===== config.mk =====
export PLATFORM = sky130hd
export DESIGN_NAME = dct_row_top
export DESIGN_NICKNAME = d
export VERILOG_FILES = /design/src/source/dct_pkg.sv /design/src/source/pixel_counter.sv /design/src/source/row_sequencer.sv /design/src/source/dct_weight_table.sv /design/src/source/mac_bank.sv /design/src/source/coef_round.sv /design/src/source/dct_row_top.sv
export SDC_FILE = /design/constraint.sdc
export NUM_CORES = 2
export LEC_CHECK = 0
export CAP_MARGIN = 20
export CELL_PAD_IN_SITES_DETAIL_PLACEMENT = 1
export CELL_PAD_IN_SITES_GLOBAL_PLACEMENT = 1
export CORE_UTILIZATION = 48
export CTS_BUF_LIST = sky130_fd_sc_hd__clkbuf_8 sky130_fd_sc_hd__clkbuf_16
export CTS_CLUSTER_DIAMETER = 100
export DETAILED_ROUTE_END_ITERATION = 12
export DONT_BUFFER_PORTS = 1
export HOLD_SLACK_MARGIN = 0.05
export PLACE_DENSITY_LB_ADDON = 0.1
export SETUP_SLACK_MARGIN = 0.05
export SYNTH_ARGS = -nofsm -noshare
export SYNTH_HDL_FRONTEND = slang
export SYNTH_SLANG_ARGS = --single-unit

===== constraint.sdc =====
create_clock -name clk -period 9.3 [get_ports clk]
set_clock_uncertainty 0.1 [all_clocks]
set_input_delay 0.465 -clock clk [delete_from_list [all_inputs] [get_ports clk]]
set_output_delay 0.465 -clock clk [all_outputs]
set_load 0.005 [all_outputs]

===== src/source/dct_pkg.sv =====
// Shared widths, types and constants for the 8-point forward DCT row pass
`default_nettype none

package dct_pkg;

	// Unsigned luminance sample straight from the pixel stream
	typedef logic [7:0] pixel_t;

	// DCT matrix entries carry 14 fraction bits
	typedef logic signed [14:0] weight_t;
	typedef logic signed [24:0] prod_t;
	typedef logic signed [24:0] acc_t;

	// Coefficient after the 12 fraction bits are dropped
	typedef logic signed [12:0] coef_t;

	// Column or row position inside the 8x8 block
	typedef logic [2:0] idx_t;

	localparam int BLOCK_DIM = 8;

	// Half of cos(k*pi/16) scaled by 2^14
	localparam weight_t W_C1 = 15'sd8035;
	localparam weight_t W_C2 = 15'sd7568;
	localparam weight_t W_C3 = 15'sd6811;
	localparam weight_t W_C4 = 15'sd5793;
	localparam weight_t W_C5 = 15'sd4551;
	localparam weight_t W_C6 = 15'sd3135;
	localparam weight_t W_C7 = 15'sd1598;

	// 128 * 8 * W_C4, which centres the DC term without touching each pixel
	localparam acc_t LEVEL_SHIFT_SUM = 25'sd5932032;

	localparam int FRAC_BITS = 12;

	typedef enum logic [1:0] {
		IDLE,
		STREAM,
		DRAIN
	} seq_state_t;

endpackage

`default_nettype wire


===== src/source/pixel_counter.sv =====
// Column and row position of the incoming pixel inside the 8x8 block
`timescale 1ns/100ps
`default_nettype none

module pixel_counter (
	input  logic          clk,
	input  logic          rst,
	input  logic          enable,
	output dct_pkg::idx_t col_idx,
	output dct_pkg::idx_t row_idx
);

	logic last_col;
	logic last_row;

	assign last_col = (col_idx == dct_pkg::idx_t'(dct_pkg::BLOCK_DIM - 1));
	assign last_row = (row_idx == dct_pkg::idx_t'(dct_pkg::BLOCK_DIM - 1));

	always_ff @(posedge clk) begin
		if (rst) begin
			col_idx <= '0;
			row_idx <= '0;
		end else if (!enable) begin
			// A gap in the stream drops any partial row and restarts the block
			col_idx <= '0;
			row_idx <= '0;
		end else begin
			if (last_col) begin
				col_idx <= '0;
			end else begin
				col_idx <= col_idx + 1'b1;
			end
			if (last_col) begin
				if (last_row) begin
					row_idx <= '0;
				end else begin
					row_idx <= row_idx + 1'b1;
				end
			end
		end
	end

endmodule

`default_nettype wire


===== src/source/row_sequencer.sv =====
// Tags each sampled pixel through the two pipeline stages and
// produces load, row_valid, row_index and busy
`timescale 1ns/100ps
`default_nettype none

module row_sequencer (
	input  logic          clk,
	input  logic          rst,
	input  logic          enable,
	input  dct_pkg::idx_t col_idx,
	input  dct_pkg::idx_t row_idx,
	output logic          first_tag,
	output logic          load,
	output logic          row_valid,
	output dct_pkg::idx_t row_index,
	output logic          busy
);

	dct_pkg::seq_state_t state;
	dct_pkg::seq_state_t next_state;

	// Stage 1 lines up with the product registers, stage 2 with the accumulators
	logic          s1_valid;
	logic          s1_first;
	logic          s1_last;
	dct_pkg::idx_t s1_row;
	logic          s2_valid;
	logic          s2_last;
	dct_pkg::idx_t s2_row;
	logic          in_flight;

	always_ff @(posedge clk) begin
		if (rst) begin
			s1_valid <= 1'b0;
			s1_first <= 1'b0;
			s1_last  <= 1'b0;
			s1_row   <= '0;
			s2_valid <= 1'b0;
			s2_last  <= 1'b0;
			s2_row   <= '0;
		end else begin
			s1_valid <= enable;
			s1_first <= enable && (col_idx == '0);
			s1_last  <= enable && (col_idx == dct_pkg::idx_t'(dct_pkg::BLOCK_DIM - 1));
			s1_row   <= row_idx;
			s2_valid <= s1_valid;
			s2_last  <= s1_last;
			s2_row   <= s1_row;
		end
	end

	assign first_tag = s1_first;
	assign load      = s2_valid && s2_last;
	assign in_flight = s1_valid || s2_valid;

	always_ff @(posedge clk) begin
		if (rst) begin
			row_valid <= 1'b0;
			row_index <= '0;
		end else begin
			row_valid <= load;
			if (load) begin
				row_index <= s2_row;
			end
		end
	end

	always_comb begin
		next_state = state;
		case (state)
			dct_pkg::IDLE: begin
				if (enable) next_state = dct_pkg::STREAM;
			end
			dct_pkg::STREAM: begin
				if (!enable) next_state = in_flight ? dct_pkg::DRAIN : dct_pkg::IDLE;
			end
			dct_pkg::DRAIN: begin
				if (enable) next_state = dct_pkg::STREAM;
				else if (!in_flight) next_state = dct_pkg::IDLE;
			end
			default: next_state = dct_pkg::IDLE;
		endcase
	end

	always_ff @(posedge clk) begin
		if (rst) begin
			state <= dct_pkg::IDLE;
		end else begin
			state <= next_state;
		end
	end

	assign busy = (state != dct_pkg::IDLE);

endmodule

`default_nettype wire


===== src/source/dct_weight_table.sv =====
// DCT-II matrix column lookup: the eight row weights that multiply the pixel at col_idx
`timescale 1ns/100ps
`default_nettype none

module dct_weight_table (
	input  dct_pkg::idx_t    col_idx,
	output dct_pkg::weight_t weight_0,
	output dct_pkg::weight_t weight_1,
	output dct_pkg::weight_t weight_2,
	output dct_pkg::weight_t weight_3,
	output dct_pkg::weight_t weight_4,
	output dct_pkg::weight_t weight_5,
	output dct_pkg::weight_t weight_6,
	output dct_pkg::weight_t weight_7
);

	function automatic dct_pkg::weight_t magnitude(input int f);
		case (f)
			1: return dct_pkg::W_C1;
			2: return dct_pkg::W_C2;
			3: return dct_pkg::W_C3;
			4: return dct_pkg::W_C4;
			5: return dct_pkg::W_C5;
			6: return dct_pkg::W_C6;
			7: return dct_pkg::W_C7;
			default: return '0;
		endcase
	endfunction

	// Folds the angle (2n+1)k*pi/16 into the first quadrant to pick sign and magnitude
	function automatic dct_pkg::weight_t entry(input dct_pkg::idx_t n, input int k);
		int p;
		int f;
		logic neg;
		p = ((2 * int'(n) + 1) * k) % 32;
		if (p < 8) begin
			f = p;
			neg = 1'b0;
		end else if (p < 16) begin
			f = 16 - p;
			neg = 1'b1;
		end else if (p < 24) begin
			f = p - 16;
			neg = 1'b1;
		end else begin
			f = 32 - p;
			neg = 1'b0;
		end
		if (k == 0) return dct_pkg::W_C4;
		return neg ? -magnitude(f) : magnitude(f);
	endfunction

	assign weight_0 = entry(col_idx, 0);
	assign weight_1 = entry(col_idx, 1);
	assign weight_2 = entry(col_idx, 2);
	assign weight_3 = entry(col_idx, 3);
	assign weight_4 = entry(col_idx, 4);
	assign weight_5 = entry(col_idx, 5);
	assign weight_6 = entry(col_idx, 6);
	assign weight_7 = entry(col_idx, 7);

endmodule

`default_nettype wire


===== src/source/mac_bank.sv =====
// Eight multiply-accumulate lanes, one per DCT row of the matrix
`timescale 1ns/100ps
`default_nettype none

module mac_bank (
	input  logic             clk,
	input  logic             rst,
	input  logic             enable,
	input  logic             first_tag,
	input  dct_pkg::pixel_t  data_in,
	input  dct_pkg::weight_t weight_0,
	input  dct_pkg::weight_t weight_1,
	input  dct_pkg::weight_t weight_2,
	input  dct_pkg::weight_t weight_3,
	input  dct_pkg::weight_t weight_4,
	input  dct_pkg::weight_t weight_5,
	input  dct_pkg::weight_t weight_6,
	input  dct_pkg::weight_t weight_7,
	output dct_pkg::acc_t    sum_0,
	output dct_pkg::acc_t    sum_1,
	output dct_pkg::acc_t    sum_2,
	output dct_pkg::acc_t    sum_3,
	output dct_pkg::acc_t    sum_4,
	output dct_pkg::acc_t    sum_5,
	output dct_pkg::acc_t    sum_6,
	output dct_pkg::acc_t    sum_7
);

	dct_pkg::weight_t weight [dct_pkg::BLOCK_DIM];
	dct_pkg::prod_t   prod   [dct_pkg::BLOCK_DIM];
	dct_pkg::acc_t    acc    [dct_pkg::BLOCK_DIM];
	logic             prod_valid;

	assign weight[0] = weight_0;
	assign weight[1] = weight_1;
	assign weight[2] = weight_2;
	assign weight[3] = weight_3;
	assign weight[4] = weight_4;
	assign weight[5] = weight_5;
	assign weight[6] = weight_6;
	assign weight[7] = weight_7;

	always_ff @(posedge clk) begin
		if (rst) begin
			prod_valid <= 1'b0;
		end else begin
			prod_valid <= enable;
		end
	end

	// The pixel is unsigned, so it gets a zero sign bit before the signed multiply
	always_ff @(posedge clk) begin
		for (int i = 0; i < dct_pkg::BLOCK_DIM; i++) begin
			if (enable) begin
				prod[i] <= $signed({1'b0, data_in}) * weight[i];
			end
			if (first_tag) begin
				acc[i] <= prod[i];
			end else if (prod_valid) begin
				acc[i] <= acc[i] + prod[i];
			end
		end
	end

	assign sum_0 = acc[0];
	assign sum_1 = acc[1];
	assign sum_2 = acc[2];
	assign sum_3 = acc[3];
	assign sum_4 = acc[4];
	assign sum_5 = acc[5];
	assign sum_6 = acc[6];
	assign sum_7 = acc[7];

endmodule

`default_nettype wire


===== src/source/coef_round.sv =====
// Removes the level shift from the DC sum, rounds all eight row sums
// to integer coefficients and holds them at the outputs
`timescale 1ns/100ps
`default_nettype none

module coef_round (
	input  logic           clk,
	input  logic           rst,
	input  logic           load,
	input  dct_pkg::acc_t  sum_0,
	input  dct_pkg::acc_t  sum_1,
	input  dct_pkg::acc_t  sum_2,
	input  dct_pkg::acc_t  sum_3,
	input  dct_pkg::acc_t  sum_4,
	input  dct_pkg::acc_t  sum_5,
	input  dct_pkg::acc_t  sum_6,
	input  dct_pkg::acc_t  sum_7,
	output dct_pkg::coef_t coef_0,
	output dct_pkg::coef_t coef_1,
	output dct_pkg::coef_t coef_2,
	output dct_pkg::coef_t coef_3,
	output dct_pkg::coef_t coef_4,
	output dct_pkg::coef_t coef_5,
	output dct_pkg::coef_t coef_6,
	output dct_pkg::coef_t coef_7
);

	dct_pkg::acc_t  sums   [dct_pkg::BLOCK_DIM];
	dct_pkg::coef_t coef_q [dct_pkg::BLOCK_DIM];

	// Floor of the shifted sum, plus one when the first dropped bit is set
	function automatic dct_pkg::coef_t round_half(input dct_pkg::acc_t s);
		dct_pkg::acc_t q;
		q = s >>> dct_pkg::FRAC_BITS;
		return dct_pkg::coef_t'(q) + dct_pkg::coef_t'(s[dct_pkg::FRAC_BITS - 1]);
	endfunction

	// Only the DC lane needs the shift; the other matrix rows sum to zero
	assign sums[0] = sum_0 - dct_pkg::LEVEL_SHIFT_SUM;
	assign sums[1] = sum_1;
	assign sums[2] = sum_2;
	assign sums[3] = sum_3;
	assign sums[4] = sum_4;
	assign sums[5] = sum_5;
	assign sums[6] = sum_6;
	assign sums[7] = sum_7;

	always_ff @(posedge clk) begin
		for (int i = 0; i < dct_pkg::BLOCK_DIM; i++) begin
			if (rst) begin
				coef_q[i] <= '0;
			end else if (load) begin
				coef_q[i] <= round_half(sums[i]);
			end
		end
	end

	assign coef_0 = coef_q[0];
	assign coef_1 = coef_q[1];
	assign coef_2 = coef_q[2];
	assign coef_3 = coef_q[3];
	assign coef_4 = coef_q[4];
	assign coef_5 = coef_q[5];
	assign coef_6 = coef_q[6];
	assign coef_7 = coef_q[7];

endmodule

`default_nettype wire


===== src/source/dct_row_top.sv =====
// Row pass of the 8x8 forward DCT for the luminance path,
// one pixel per clock in and eight coefficients per row out
`timescale 1ns/100ps
`default_nettype none

module dct_row_top (
	input  logic            clk,
	input  logic            rst,
	input  logic            enable,
	input  dct_pkg::pixel_t data_in,
	output dct_pkg::coef_t  coef_0,
	output dct_pkg::coef_t  coef_1,
	output dct_pkg::coef_t  coef_2,
	output dct_pkg::coef_t  coef_3,
	output dct_pkg::coef_t  coef_4,
	output dct_pkg::coef_t  coef_5,
	output dct_pkg::coef_t  coef_6,
	output dct_pkg::coef_t  coef_7,
	output logic            row_valid,
	output dct_pkg::idx_t   row_index,
	output logic            busy
);

	dct_pkg::idx_t    col_idx;
	dct_pkg::idx_t    row_idx;
	logic             first_tag;
	logic             load;
	dct_pkg::weight_t weight_0, weight_1, weight_2, weight_3;
	dct_pkg::weight_t weight_4, weight_5, weight_6, weight_7;
	dct_pkg::acc_t    sum_0, sum_1, sum_2, sum_3;
	dct_pkg::acc_t    sum_4, sum_5, sum_6, sum_7;

	pixel_counter u_pixel_counter (
		.clk     (clk),
		.rst     (rst),
		.enable  (enable),
		.col_idx (col_idx),
		.row_idx (row_idx)
	);

	row_sequencer u_row_sequencer (
		.clk       (clk),
		.rst       (rst),
		.enable    (enable),
		.col_idx   (col_idx),
		.row_idx   (row_idx),
		.first_tag (first_tag),
		.load      (load),
		.row_valid (row_valid),
		.row_index (row_index),
		.busy      (busy)
	);

	dct_weight_table u_dct_weight_table (
		.col_idx  (col_idx),
		.weight_0 (weight_0),
		.weight_1 (weight_1),
		.weight_2 (weight_2),
		.weight_3 (weight_3),
		.weight_4 (weight_4),
		.weight_5 (weight_5),
		.weight_6 (weight_6),
		.weight_7 (weight_7)
	);

	mac_bank u_mac_bank (
		.clk       (clk),
		.rst       (rst),
		.enable    (enable),
		.first_tag (first_tag),
		.data_in   (data_in),
		.weight_0  (weight_0),
		.weight_1  (weight_1),
		.weight_2  (weight_2),
		.weight_3  (weight_3),
		.weight_4  (weight_4),
		.weight_5  (weight_5),
		.weight_6  (weight_6),
		.weight_7  (weight_7),
		.sum_0     (sum_0),
		.sum_1     (sum_1),
		.sum_2     (sum_2),
		.sum_3     (sum_3),
		.sum_4     (sum_4),
		.sum_5     (sum_5),
		.sum_6     (sum_6),
		.sum_7     (sum_7)
	);

	coef_round u_coef_round (
		.clk    (clk),
		.rst    (rst),
		.load   (load),
		.sum_0  (sum_0),
		.sum_1  (sum_1),
		.sum_2  (sum_2),
		.sum_3  (sum_3),
		.sum_4  (sum_4),
		.sum_5  (sum_5),
		.sum_6  (sum_6),
		.sum_7  (sum_7),
		.coef_0 (coef_0),
		.coef_1 (coef_1),
		.coef_2 (coef_2),
		.coef_3 (coef_3),
		.coef_4 (coef_4),
		.coef_5 (coef_5),
		.coef_6 (coef_6),
		.coef_7 (coef_7)
	);

endmodule

`default_nettype wire


### Word-level counts from Yosys, hierarchy flattened

Memories as Yosys holds them, arrays and structs flattened.
Cells that the tools add are included.

* register bits: 23
* RAM bits: 504
* output and inout bits: 109
* memories kept: 3

Memory list
* u_mac_bank.acc: words 8, bits a word 25, rd ports 8, clocked after Yosys merged registers in 0, write ports 8, line mac_bank.sv:31 `dct_pkg::acc_t acc [dct_pkg::BLOCK_DIM];`
* u_mac_bank.prod: words 8, bits a word 25, rd ports 8, clocked after Yosys merged registers in 0, write ports 8, line mac_bank.sv:30 `dct_pkg::prod_t prod [dct_pkg::BLOCK_DIM];`
* u_coef_round.coef_q: words 8, bits a word 13, rd ports 8, clocked after Yosys merged registers in 0, write ports 8, line coef_round.sv:29 `dct_pkg::coef_t coef_q [dct_pkg::BLOCK_DIM];`

* add/sub/neg operators: 48
* $mul: 12
* order comparisons: 21
* equality and inequality tests: 56
* mux-type cells: 91
* bitwise gates (word level): 24
* reduce and logical (&&, ||, !) cells: 17

Operators by type and width (count)
* 32-bit by 3-bit == test with 1-bit output, second input constant: 28
* 32-bit two-way mux: 21
* 13-bit case mux with 7 select lines: 7
* 32-bit by 2-bit == test with 1-bit output, second input constant: 14
* 32-bit by 1-bit == test with 1-bit output, second input constant: 7
* 25-bit adder: 8
* 25-bit two-way mux: 8
* 9-bit by 15-bit multiplier with 24-bit output: 7
* 15-bit two-way mux: 7
* 13-bit negator with 15-bit output: 7
* 13-bit by 1-bit adder with 13-bit output: 8
* 13-bit two-way mux: 8
* 6-bit < comparator, second input constant: 14
* 32-bit by 4-bit multiplier with 32-bit output, second input constant: 2
* 7-bit by 6-bit subtractor with 8-bit output, first input constant: 7
* 6-bit by 6-bit subtractor with 7-bit output, first input constant: 7
* 6-bit by 6-bit subtractor with 7-bit output, second input constant: 7
* 6-bit by 5-bit < comparator with 1-bit output, second input constant: 7
* 1-bit two-way mux: 33
* 32-bit by 3-bit multiplier with 31-bit output, second input constant: 1
* 32-bit by 3-bit multiplier with 32-bit output, second input constant: 1
* 25-bit by 24-bit subtractor with 25-bit output, second input constant: 1
* 8-bit by 13-bit multiplier with 21-bit output, second input constant: 1
* 5-bit OR reduction: 4
* other kinds (23): 54

### Depth between registers and ports, before layout

* depth in word-level cells: 13
* gate-level depth with buffers: 40
* depth with buffers taken out: 37

### Modules after synthesis

A second synthesis with hierarchy kept.

* cell total of the unflattened synthesis: 7463
* area, all modules: 68640.8 sq um

By module, submodules not included
* mac_bank: instances 1, cells each 6347, area an instance 58001.9 sq um, seq. area each 11791.3 sq um
* coef_round: instances 1, cells each 838, area an instance 8279.2 sq um, seq. area each 3123.0 sq um
* dct_weight_table: instances 1, cells each 208, area an instance 1539.0 sq um, seq. area each 0.0 sq um
* row_sequencer: instances 1, cells each 48, area an instance 565.5 sq um, seq. area each 340.3 sq um
* pixel_counter: instances 1, cells each 22, area an instance 255.2 sq um, seq. area each 120.1 sq um

### Worst setup path after synthesis

Ideal clock, no wire load.

* kind: reg2reg
* start: register u_pixel_counter.col_idx[0]
* end: memory u_mac_bank.prod[1][97] in the netlist's numbering (data pin)
* setup time: 0.272 ns
* arrival time: 8.624 ns
* setup slack: 0.304 ns
* stages on the path, launching flop included: 36
* buffers on the path: 3
* path through: dfxtp_1 buf_2 clkinv_1 ha_1 clkbuf_1 clkbuf_1 xnor2_1 xnor2_1 fa_1 xor2_1 xnor2_2 inv_1 ha_1 nor2_1 nor2_1 xnor2_1 nor2_1 nor2_1 a21oi_1 and2_1 fa_1 inv_1 fa_1 fa_1 fa_1 inv_1 ha_1 inv_1 o21bai_1 a21o_1 a21o_1 a31o_1 a41o_1 o211ai_2 mux2i_1 or4_1

RTL lines
* start, declared: line pixel_counter.sv:9 `output dct_pkg::idx_t col_idx,`
* start signal, assigned: line pixel_counter.sv:31 `col_idx <= col_idx + 1'b1;`
* end, declared: line mac_bank.sv:30

==> results.json <==
{
  "status": "finished, final reports clean",
  "cp_top_family": "adder cells",
  "hp-class": "in2reg",
  "ys_warn_count": 0,
  "initial_utilization": 0.484,
  "path_clk_slew_ns": 0.05,
  "fillers": 13906,
  "antenna_found_initial": 5,
  "async_flop_share": 0,
  "synth_area_leaders": "edfxtp_1 25%, fa_1 23%, ha_1 14%",
  "p_per_area_nw_per_um2": 390,
  "mostFrequentLayoutCell": "inv_1",
  "synth_seq_cells": 516,
  "power_frac_comb": 0.708,
  "min_period_ns": 8.76,
  "yosys.area.top_type": "edfxtp_1",
  "swShare": 0.463,
  "yosysSeqAreaShare": 0.255,
  "grt_pass1_vias": 45859,
  "synth.distinct_cells": 89,
  "htreeDepth": 3,
  "rows": 129,
  "synth_fp_nets": 7514,
  "grt_max_degree": 191,
  "gp_congestion": 0.854,
  "io_pins": 120,
  "drt-initial-drc-count": 1704,
  "drt_wl_total_um": 145000,
  "reg2reg_depth": 33,
  "hold_path_end": "u_mac_bank.prod[0][6]",
  "critical_path_class": "reg2reg",
  "core-area_um2": 124000,
  "ir_worst_vdd_mv": 0.286,
  "cp.required_ns": 9.58,
  "synth-main-ff-cell": "edfxtp_1",
  "drt_pass1_iterations": 7,
  "finalCritPeriodShare": 0.942,
  "postCtsSetupBuffers": 0,
  "grt_use_total": 0.238,
  "clockBufferDepth": 3,
  "fin_util": 0.517,
  "relSlewSlack": 0.184,
  "crit_arrival_ns": 9.05,
  "drc": 0,
  "p_sw_mw": 11.6,
  "io_buffers": 0,
  "via_per_inst": 5.38,
  "stdcell_count": 7795,
  "grt-ovfl-total": 0,
  "finalSetupTns_ns": 0,
  "setup-violations-final": 0,
  "final_cell_mix": "1086 x inv_1, 681 x ha_1, 677 x fa_1",
  "syn-mean-instance-area_um2": 9.74,
  "dieHeight_um": 355,
  "place_inst": 7659,
  "seq_power_share": 0.183,
  "r2r-end": "u_mac_bank.prod[1][97]",
  "endpoint_kind": "register",
  "rr_startpoint": "u_pixel_counter.col_idx[1]",
  "synth_edf_count": 493,
  "cts_num_sinks": 516,
  "internal_power_mw": 13.4,
  "rsz0062_at_grt": "true",
  "finalHoldViolations": 0,
  "startpoint_type": "register",
  "post-dp-hpwl_um": 110000,
  "die_area_um2": 126000,
  "nets": 7472,
  "path_buf_inv": 6,
  "grt_pass1_wl_um": 241000,
  "cts_tree": "yes",
  "synth_top_area_share": 0.247,
  "crit_path_top_delay_cell": "fa_1",
  "via_count": 41910,
  "synthCells": 6144,
  "p_clk_frac": 0.109,
  "max_freq_ghz": 0.114,
  "syn_area_um2": 59800,
  "cts_root_buf": "clkbuf_16",
  "die-width_um": 355,
  "routedWlPerCell_um": 18.6,
  "maxSlewViolCount": 0,
  "final_antenna_net_count": 0,
  "crit_path_max_incr_delay_ns": 0.51,
  "drive_gt1_frac": 0.0310,
  "total_power_mw": 25.0,
  "worst-r2r-setup-slack_ns": 0.54,
  "clock_latency_ns": 0.67,
  "hp-start": "data_in[1]",
  "worst_slew_pin_slew_ns": 1.22,
  "numCtsBuffers": 69,
  "drv_cap": 0,
  "cp_max_fo": 14,
  "hold_path_depth": 2,
  "p_leak_nw": 30.5,
  "syn_to_final_growth_pct": 6.89
}
## worst max-delay path by stage
stage | cells after the start | slack (ns) | startpoint | endpoint
2_1_floorplan | 35 | 0.30 | u_pixel_counter.col_idx[0] | u_mac_bank.prod[1][97]
3_3_place_gp | 33 | 0.64 | u_pixel_counter.col_idx[1] | u_mac_bank.prod[1][97]
3_5_place_dp | 33 | 0.26 | u_pixel_counter.col_idx[1] | u_mac_bank.prod[1][97]
4_1_cts | 33 | 0.24 | u_pixel_counter.col_idx[1] | u_mac_bank.prod[1][97]
5_1_grt | 38 | -0.09 | u_pixel_counter.col_idx[1] | u_mac_bank.prod[1][97]
6_report | 33 | 0.54 | u_pixel_counter.col_idx[1] | u_mac_bank.prod[1][97]
## through the flow
step / instance area [µm²] / setup slack (ns) / hold WS, ns
4_1_cts: 63900 / 0.240 / 0.0519
6_report: 63900 / 0.537 / 0.126
5_1_grt: 63900 / -0.0893 / 0.111
2_1_floorplan: 59800 / 0.304 / 0.314
3_5_place_dp: 61500 / 0.265 / 0.327
3_3_place_gp: 61500 / 0.640 / 0.315
## registers in the layout, indices dropped and copies added (netlist names), 2 cells and up
name	count
u_mac_bank.acc	200
u_mac_bank.prod	189
u_coef_round.coef_q	104
u_pixel_counter.col_idx	3
u_pixel_counter.row_idx	3
u_row_sequencer.row_index	3
u_row_sequencer.s1_row	3
u_row_sequencer.s2_row	3
u_row_sequencer.state	2
## routing by layer
layer	GRT usage	vias up	wire length, µm
li1	-	20187	-
met1	0.317	20969	65800
met2	0.399	567	69200
met3	0.0341	187	6090
met4	0.0756	0	3810
met5	0	-	0
## cell type report
type,count,area (µm²),area share
inverters,1083,4070,0.0636
repair buffers,33,313,0.00489
clock inverters,51,444,0.00695
clock buffers,73,1830,0.0286
multi-input cells,4399,40000,0.625
well taps,1637,2050,0.0320
diodes,3,7.51,0.000117
flip-flops and latches,516,15300,0.239
## cells in the mapped netlist, types with 15 or more instances
| library cell | instances |
|---|---|
| a21o_1 | 134 |
| o211ai_1 | 15 |
| dfxtp_1 | 23 |
| nor3_1 | 95 |
| o21a_1 | 46 |
| xor2_1 | 154 |
| o21bai_1 | 32 |
| nand2_1 | 561 |
| a211oi_1 | 32 |
| o21ai_0 | 289 |
| and2_1 | 188 |
| o31ai_1 | 22 |
| clkbuf_1 | 121 |
| ha_1 | 682 |
| a21boi_0 | 26 |
| buf_1 | 21 |
| a31oi_1 | 26 |
| a21oi_1 | 249 |
| nand3_1 | 57 |
| or2_2 | 19 |
| or3_1 | 40 |
| a311oi_1 | 15 |
| nor2_1 | 334 |
| nand2b_1 | 74 |
| xnor2_1 | 251 |
| fa_1 | 677 |
| o21ai_1 | 45 |
| nor2b_1 | 104 |
| inv_1 | 1079 |
| edfxtp_1 | 493 |
| and3_1 | 38 |
## power by group through the flow
stage	Clock (mW)	Sequential [mW]	Combinational [mW]
floorplan	0	4.38	14.0
global placement	0	4.60	17.1
detailed placement	0	4.61	17.7
CTS	2.80	4.58	17.9
global route	2.86	4.65	20.3
finish	2.72	4.56	17.7
## kinds of logic (layout without fill, tap and decap cells)
logic type / count (synthesis) / after routing / synth area share
AO/OA/AOI/OAI: 1052 / 1052 / 0.112
XOR/XNOR: 406 / 406 / 0.0596
adder cells (fa/ha/maj): 1359 / 1359 / 0.369
buffers and inverters: 1229 / 1240 / 0.0772
flip-flops: 516 / 516 / 0.255
multiplexers: 11 / 11 / 0.00186
other: 0 / 3 / 0
AND/OR/NAND/NOR: 1571 / 1571 / 0.125
## what timing repair did
action,4_1_cts,5_1_grt
setup endpoints to repair,0,6
endpoints found under the hold margin,218,0
resized for setup,0,4
hold buffers,9,0
(Power assumes the default switching activity.)
